==> src/verilog/dcache_pkg.sv <==
package dcache_pkg;

    ////////////////////
    // geometry
    ////////////////////

    localparam int ADDR_W     = 32;
    localparam int WORD_W     = 32;
    localparam int LINE_WORDS = 8;
    localparam int OFFSET_W   = 5;
    localparam int LINE_W     = LINE_WORDS * WORD_W;

    ////////////////////
    // vector types
    ////////////////////

    typedef logic [ADDR_W-1:0] addr_t;
    typedef logic [WORD_W-1:0] word_t;
    typedef logic [LINE_W-1:0] line_t;
    // one enable per byte lane
    typedef logic [3:0]        wsel_t;
    typedef logic [2:0]        word_idx_t;

    // controller states
    typedef enum logic [1:0] {
        ST_LOOK_UP    = 2'd0,
        ST_COMPARE    = 2'd1,
        ST_WRITE_BACK = 2'd2,
        ST_REFILL     = 2'd3
    } cache_state_e;

endpackage
==> src/verilog/dcache_ctrl.sv <==
`timescale 1ns/1ps

module dcache_ctrl (
    input  logic                      clk,
    input  logic                      rst,
    input  logic                      cpu_rreq_i,
    input  logic                      cpu_wreq_i,
    input  logic                      way_hit_i,
    input  logic                      victim_dirty_i,
    input  logic                      mem_rvalid_i,
    input  logic                      mem_bvalid_i,
    output dcache_pkg::cache_state_e  state_o,
    output logic                      is_write_o,
    output logic                      hit_o,
    output logic                      cpu_data_valid_o,
    output logic                      cpu_stall_o,
    output logic                      mem_ren_o,
    output logic                      mem_wen_o,
    output logic                      write_hit_o,
    output logic                      fill_o
);

    import dcache_pkg::*;

    cache_state_e state_q;
    cache_state_e state_d;
    logic         is_write_q;
    logic         in_compare;
    logic         refill_done;

    ////////////////////
    // state register
    ////////////////////

    always_ff @(posedge clk) begin
        if (rst) begin
            state_q    <= ST_LOOK_UP;
            is_write_q <= 1'b0;
        end else begin
            state_q <= state_d;
            // requests only count while idle
            if (state_q == ST_LOOK_UP && (cpu_rreq_i || cpu_wreq_i)) begin
                is_write_q <= cpu_wreq_i;
            end
        end
    end

    always_comb begin
        state_d = state_q;
        case (state_q)
            ST_LOOK_UP: begin
                if (cpu_rreq_i || cpu_wreq_i) begin
                    state_d = ST_COMPARE;
                end
            end
            ST_COMPARE: begin
                if (way_hit_i) begin
                    state_d = ST_LOOK_UP;
                end else if (victim_dirty_i) begin
                    state_d = ST_WRITE_BACK;
                end else begin
                    state_d = ST_REFILL;
                end
            end
            ST_WRITE_BACK: begin
                // victim line accepted, go fetch the new one
                if (mem_bvalid_i) begin
                    state_d = ST_REFILL;
                end
            end
            ST_REFILL: begin
                if (mem_rvalid_i) begin
                    state_d = ST_LOOK_UP;
                end
            end
            default: state_d = ST_LOOK_UP;
        endcase
    end

    ////////////////////
    // strobes
    ////////////////////

    assign in_compare  = (state_q == ST_COMPARE);
    assign refill_done = (state_q == ST_REFILL) && mem_rvalid_i;

    assign state_o    = state_q;
    assign is_write_o = is_write_q;

    assign hit_o       = in_compare && way_hit_i;
    assign write_hit_o = hit_o && is_write_q;
    assign fill_o      = refill_done;

    // reads complete on a hit or on the refill beat
    assign cpu_data_valid_o = (hit_o || refill_done) && !is_write_q;

    assign cpu_stall_o = (in_compare && !way_hit_i)
                       || (state_q == ST_WRITE_BACK)
                       || ((state_q == ST_REFILL) && !mem_rvalid_i);

    assign mem_wen_o = (state_q == ST_WRITE_BACK);
    assign mem_ren_o = (state_q == ST_REFILL);

    // memory answers only a request that is being held
    a_mem_resp: assert property (@(posedge clk) disable iff (rst)
        (!mem_rvalid_i || mem_ren_o) && (!mem_bvalid_i || mem_wen_o));

endmodule

==> config.mk <==
export PLATFORM = sky130hd
export DESIGN_NAME = dcache_ctrl
export DESIGN_NICKNAME = d
export VERILOG_FILES = /design/src/verilog/dcache_pkg.sv /design/src/verilog/dcache_ctrl.sv
export SDC_FILE = /design/constraint.sdc
export NUM_CORES = 1
export LEC_CHECK = 0
export ABC_AREA = 1
export BUFFER_PORTS_ARGS = -buffer_cell sky130_fd_sc_hd__clkbuf_2
export CORE_AREA = 2 2 39 41
export CTS_CLUSTER_SIZE = 30
export DETAILED_ROUTE_END_ITERATION = 8
export DIE_AREA = 0 0 41 43
export GPL_TIMING_DRIVEN = 0
export PLACE_DENSITY = 0.5
export SYNTH_ARGS = -nofsm -noshare
export SYNTH_HDL_FRONTEND = slang
export SYNTH_SLANG_ARGS = --single-unit
==> constraint.sdc <==
create_clock -name clk -period 1.3 [get_ports clk]
set_clock_uncertainty 0.15 [all_clocks]
set_input_delay 0.13 -clock clk [delete_from_list [all_inputs] [get_ports clk]]
set_output_delay 0.13 -clock clk [all_outputs]
set_load 0.005 [all_outputs]
## Yosys cells after proc, flatten, opt, wreduce, memory -nomap -nowiden

Cells that the tools add are included.

- Flip-flop bits (word level): 3
- Logic and storage cells: 30
- Output and inout bits: 10

- Muxes and demuxes: 6
- Reductions and logical operators: 16
- Equality and inequality tests: 6

Operators by type and width:

| kind | count |
|---|---|
| 2-bit two-way mux | 4 |
| 2-bit case mux with 4 select lines | 1 |
| 1-bit logical AND | 7 |
| 2-bit == test, second input constant | 2 |
| 1-bit logical OR | 4 |
| 2-bit != test, second input constant | 2 |
| 1-bit logical NOT | 3 |
| 3-bit AND reduction | 1 |
| 2-bit by 1-bit == test with 1-bit output, second input constant | 1 |
| 2-bit logical NOT | 1 |
| 2-bit by 1-bit != test with 1-bit output, second input constant | 1 |
| 1-bit two-way mux | 1 |

## Depth between registers and ports, before layout

- Depth in word-level cells: 4
- Gate-level depth with buffers: 5
- Gate-level depth less buffers: 5

## Worst setup path before layout

OpenSTA, ideal clock, no wires.

- Kind: reg-to-output
- From: register state_q[0] (netlist: state_o[0])
- To: output port cpu_data_valid_o
- Data required time: 1020 ps
- Stages on the path, launching flop included: 5
- Arrival: 764 ps
- Path slack: 256 ps
- Path through: dfxtp_1 nand2_1 clkinv_1 nand2_1 a21oi_2

- Cells in the longest elaborated chain, start to end: 4

Ends and longest elaborated chain:

| element | line | text |
|---|---|---|
| start: declaration | dcache_ctrl.sv:25 | `cache_state_e state_q;` |
| start signal: assignment | dcache_ctrl.sv:40 | `state_q <= state_d;` |
| 2-bit == test | -- |  |
| net mem_ren_o | dcache_ctrl.sv:17 | `output logic mem_ren_o,` |
| 1-bit logical AND | dcache_ctrl.sv:85 | `assign refill_done = (state_q == ST_REFILL) && mem_rvalid_i;` |
| 1-bit logical OR | dcache_ctrl.sv:95 | `assign cpu_data_valid_o = (hit_o \|\| refill_done) && !is_write_q;` |
| 1-bit logical AND | dcache_ctrl.sv:95 |  |
| end: declaration | dcache_ctrl.sv:15 | `output logic cpu_data_valid_o,` |

The timed path passes the listed nets, and every way through them passes these cells.

## Worst setup path after layout

- From: register state_q[0] (netlist: state_o[0])
- To: output port cpu_data_valid_o

- Cells in the longest elaborated chain, start to end: 4

Ends and longest elaborated chain:

| element | line |
|---|---|
| 2-bit by 1-bit == test with 1-bit output or 2-bit == test (tied branches) | dcache_ctrl.sv:84, dcache_ctrl.sv:85 |
| 1-bit logical AND, on equally long branches | dcache_ctrl.sv:90, dcache_ctrl.sv:85 |
| 1-bit logical OR * | dcache_ctrl.sv:95 |
| 1-bit logical AND * | dcache_ctrl.sv:95 |

Every way passes the cells marked *; elsewhere a longest branch is shown, timed or not.

==> qor.yml <==
routing:
  detail-route-antenna-nets: 0
  vias_per_cell: 3.86
  drt_iter0_drc: 0
  wirelength_um: 592
  first_pass_iters: 1
  wl_per_cell_um: 7.40
  dr_total_vias: 309
  drcViolationCount: 0
timing:
  fin_crit_ps: 1280
  max_freq_ghz: 0.783
  period_share_pct: 98.2
  relSlewSlack_pct: 88.4
  finalHoldViolations: 0
  setup_tns_ps: 0
  finalSetupViolCount: 0
  drv_slew: 0
  tightestPinTransition_ps: 174
  rsz0062_at_grt: "true"
logic_synthesis:
  synth_cells: 40
  syn_area_per_cell_um2: 5.44
  yosysTopAreaCell: "dfxtp_1"
  yosys_warnings: 0
  ys_ff_latch: 3
  ys_types: 10
  synth_seq_area_share_pct: 27.6
  synth_nets: 48
  syn-cell-area_um2: 218
  synthTopCellsByArea: "dfxtp_1, nand2_1, inv_1"
  netlist.area_leader.share_pct: 27.6
setup_path:
  worstPathMaxFanout: 6
  critPathArrivalTime_ps: 1000
  worst-setup-path-type: "register to primary output"
  worstSetupStartpointType: "register"
  worst_ep_required_time_ps: 1020
  r2r_cells: 5
  worst_setup_path_end_kind: "primary output"
  ff2ff_setup_slack_ps: 190
  reg2reg_to: "is_write_o$_SDFFE_PP0P_"
place:
  dpl_cell_area_um2: 323
  gp_congestion: 0.676
  dp_cells: 73
  port-buffer-count: 17
  dp_hpwl_um: 484
floorplan:
  rows: 14
  dieArea_um2: 1760
  dieWidth_um: 41
  initial_core_util_pct: 15.7
  num_io_pins: 18
  coreArea_um2: 1380
  die-height_um: 43
grt:
  antenna_found_initial: 0
  grt_pass1_wl_um: 834
  grt_usage_pct: 7.22
  grt_max_degree: 8
  overflow: 0
  grt_pass1_vias: 274
power:
  irDropWorstVdd_v: 0.000377
  total_power_uw: 391
  leakage_uw: 0.000247
  power_density_nw_per_um2: 974
layout:
  diodes: 0
  layout.cells.non_filler: 80
  drive_gt1_share_pct: 53.1
  multiInputGateArea_um2: 131
  mostFrequentLayoutCell: "clkbuf_2"
  layout_common_cells: "clkbuf_2, inv_1, nand2_1, nor2_1, clkbuf_4"
  finalNetCount: 73
  seq_area_um2: 67.6
  area_delta_synth_final_pct: 84.5
  final.fill_count: 156
  final_area_um2: 402
outcome:
  outcome: "finished clean"
clock_tree:
  htree_num_levels: 1
  clock_latency_ps: 230
  clockBufferDepth: 2
  cts-root-buf: "clkbuf_4"
  numCtsBuffers: 3
  cts.clk_slew.worst_paths_ps: 40
  cts_sinks: 3
  cts_tree: "yes"
job:
  maxCapViolCount: 0
min_path:
  whs_endpoint: "is_write_o$_SDFFE_PP0P_"
  hold_start: "cpu_wreq_i"
  min_path_cells: 3
  hold_class: "input pin to register"
==> cell families after synthesis <==
group,after synthesis,synth area share (%)
buf+inv,12,20.7
compound gates,5,14.9
simple gates,20,36.8
flops,3,27.6
==> routing by layer <==
layer	up-vias	global-route usage (%)	part of all wire, %
met5	-	0	0
li1	168	-	-
met2	6	11.6	57
met1	135	6.41	35
met3	0	1.57	7.3
met4	0	8.00	0
==> Yosys cell counts <==
| library cell | count |
|---|---|
| inv_2 | 2 |
| nand3_1 | 4 |
| a21oi_1 | 1 |
| inv_1 | 9 |
| a21oi_2 | 2 |
| dfxtp_1 | 3 |
| nor2_1 | 6 |
| clkinv_1 | 1 |
| nand2_1 | 10 |
| o21ai_1 | 2 |
==> worst max-delay path by stage <==
stage / from / endpoint / slack, ps / cells past startpoint
2_1_floorplan: state_o[0]$_SDFFE_PP0P_ / cpu_data_valid_o / 260 / 4
3_3_place_gp: state_o[0]$_SDFFE_PP0P_ / cpu_data_valid_o / 100 / 3
3_5_place_dp: state_o[0]$_SDFFE_PP0P_ / cpu_data_valid_o / 100 / 3
4_1_cts: state_o[0]$_SDFFE_PP0P_ / cpu_data_valid_o / 2 / 5
5_1_grt: state_o[0]$_SDFFE_PP0P_ / cpu_data_valid_o / -30 / 5
6_report: state_o[0]$_SDFFE_PP0P_ / cpu_data_valid_o / 20 / 5
==> what timing repair did <==
item                                   in CTS  in global routing
endpoints found under the hold margin       2                  0
buffers inserted                            1                  1
hold buffers                                1                  0
setup endpoints to repair                   5                  3
resized for setup                           8                  3
pin swaps                                   1                  2
==> final cells by class <==
cell class / count / share of cell area, %
Multi-Input combinational cell: 25 / 32.7
Timing Repair Buffer: 20 / 27.4
Sequential cell: 3 / 16.8
Inverter: 12 / 11.5
Clock buffer: 4 / 6.54
Tap cell: 16 / 4.98
==> worst max-delay path: stages, from the launching register on <==
cell and delay, ps:
dfxtp_4 370, nand2_2 60, clkinv_2 50, nand2_2 50, a21oi_2 120, buf_2 120
==> where the power goes <==
group | switching [uW] | leakage [uW] | total (uW) | internal [uW]
logic | 56.7 | 0.000206 | 112 | 55.2
clock network | 45.8 | 0.0000150 | 161 | 115
registers | 15.3 | 0.0000261 | 118 | 103
==> per-stage QoR <==
stage / util, % / setup WS, ps / hold WS, ps
after floorplan: - / 256 / 42.4
after global routing: 29.0 / -28.3 / 19.8
final: 29.0 / 23.5 / 11.0
after detailed placement: 23.3 / 104 / 190
after global placement: 23.3 / 99.1 / 189
after CTS: 27.8 / 1.67 / 0.164
Power figures use the tool's default switching activity.
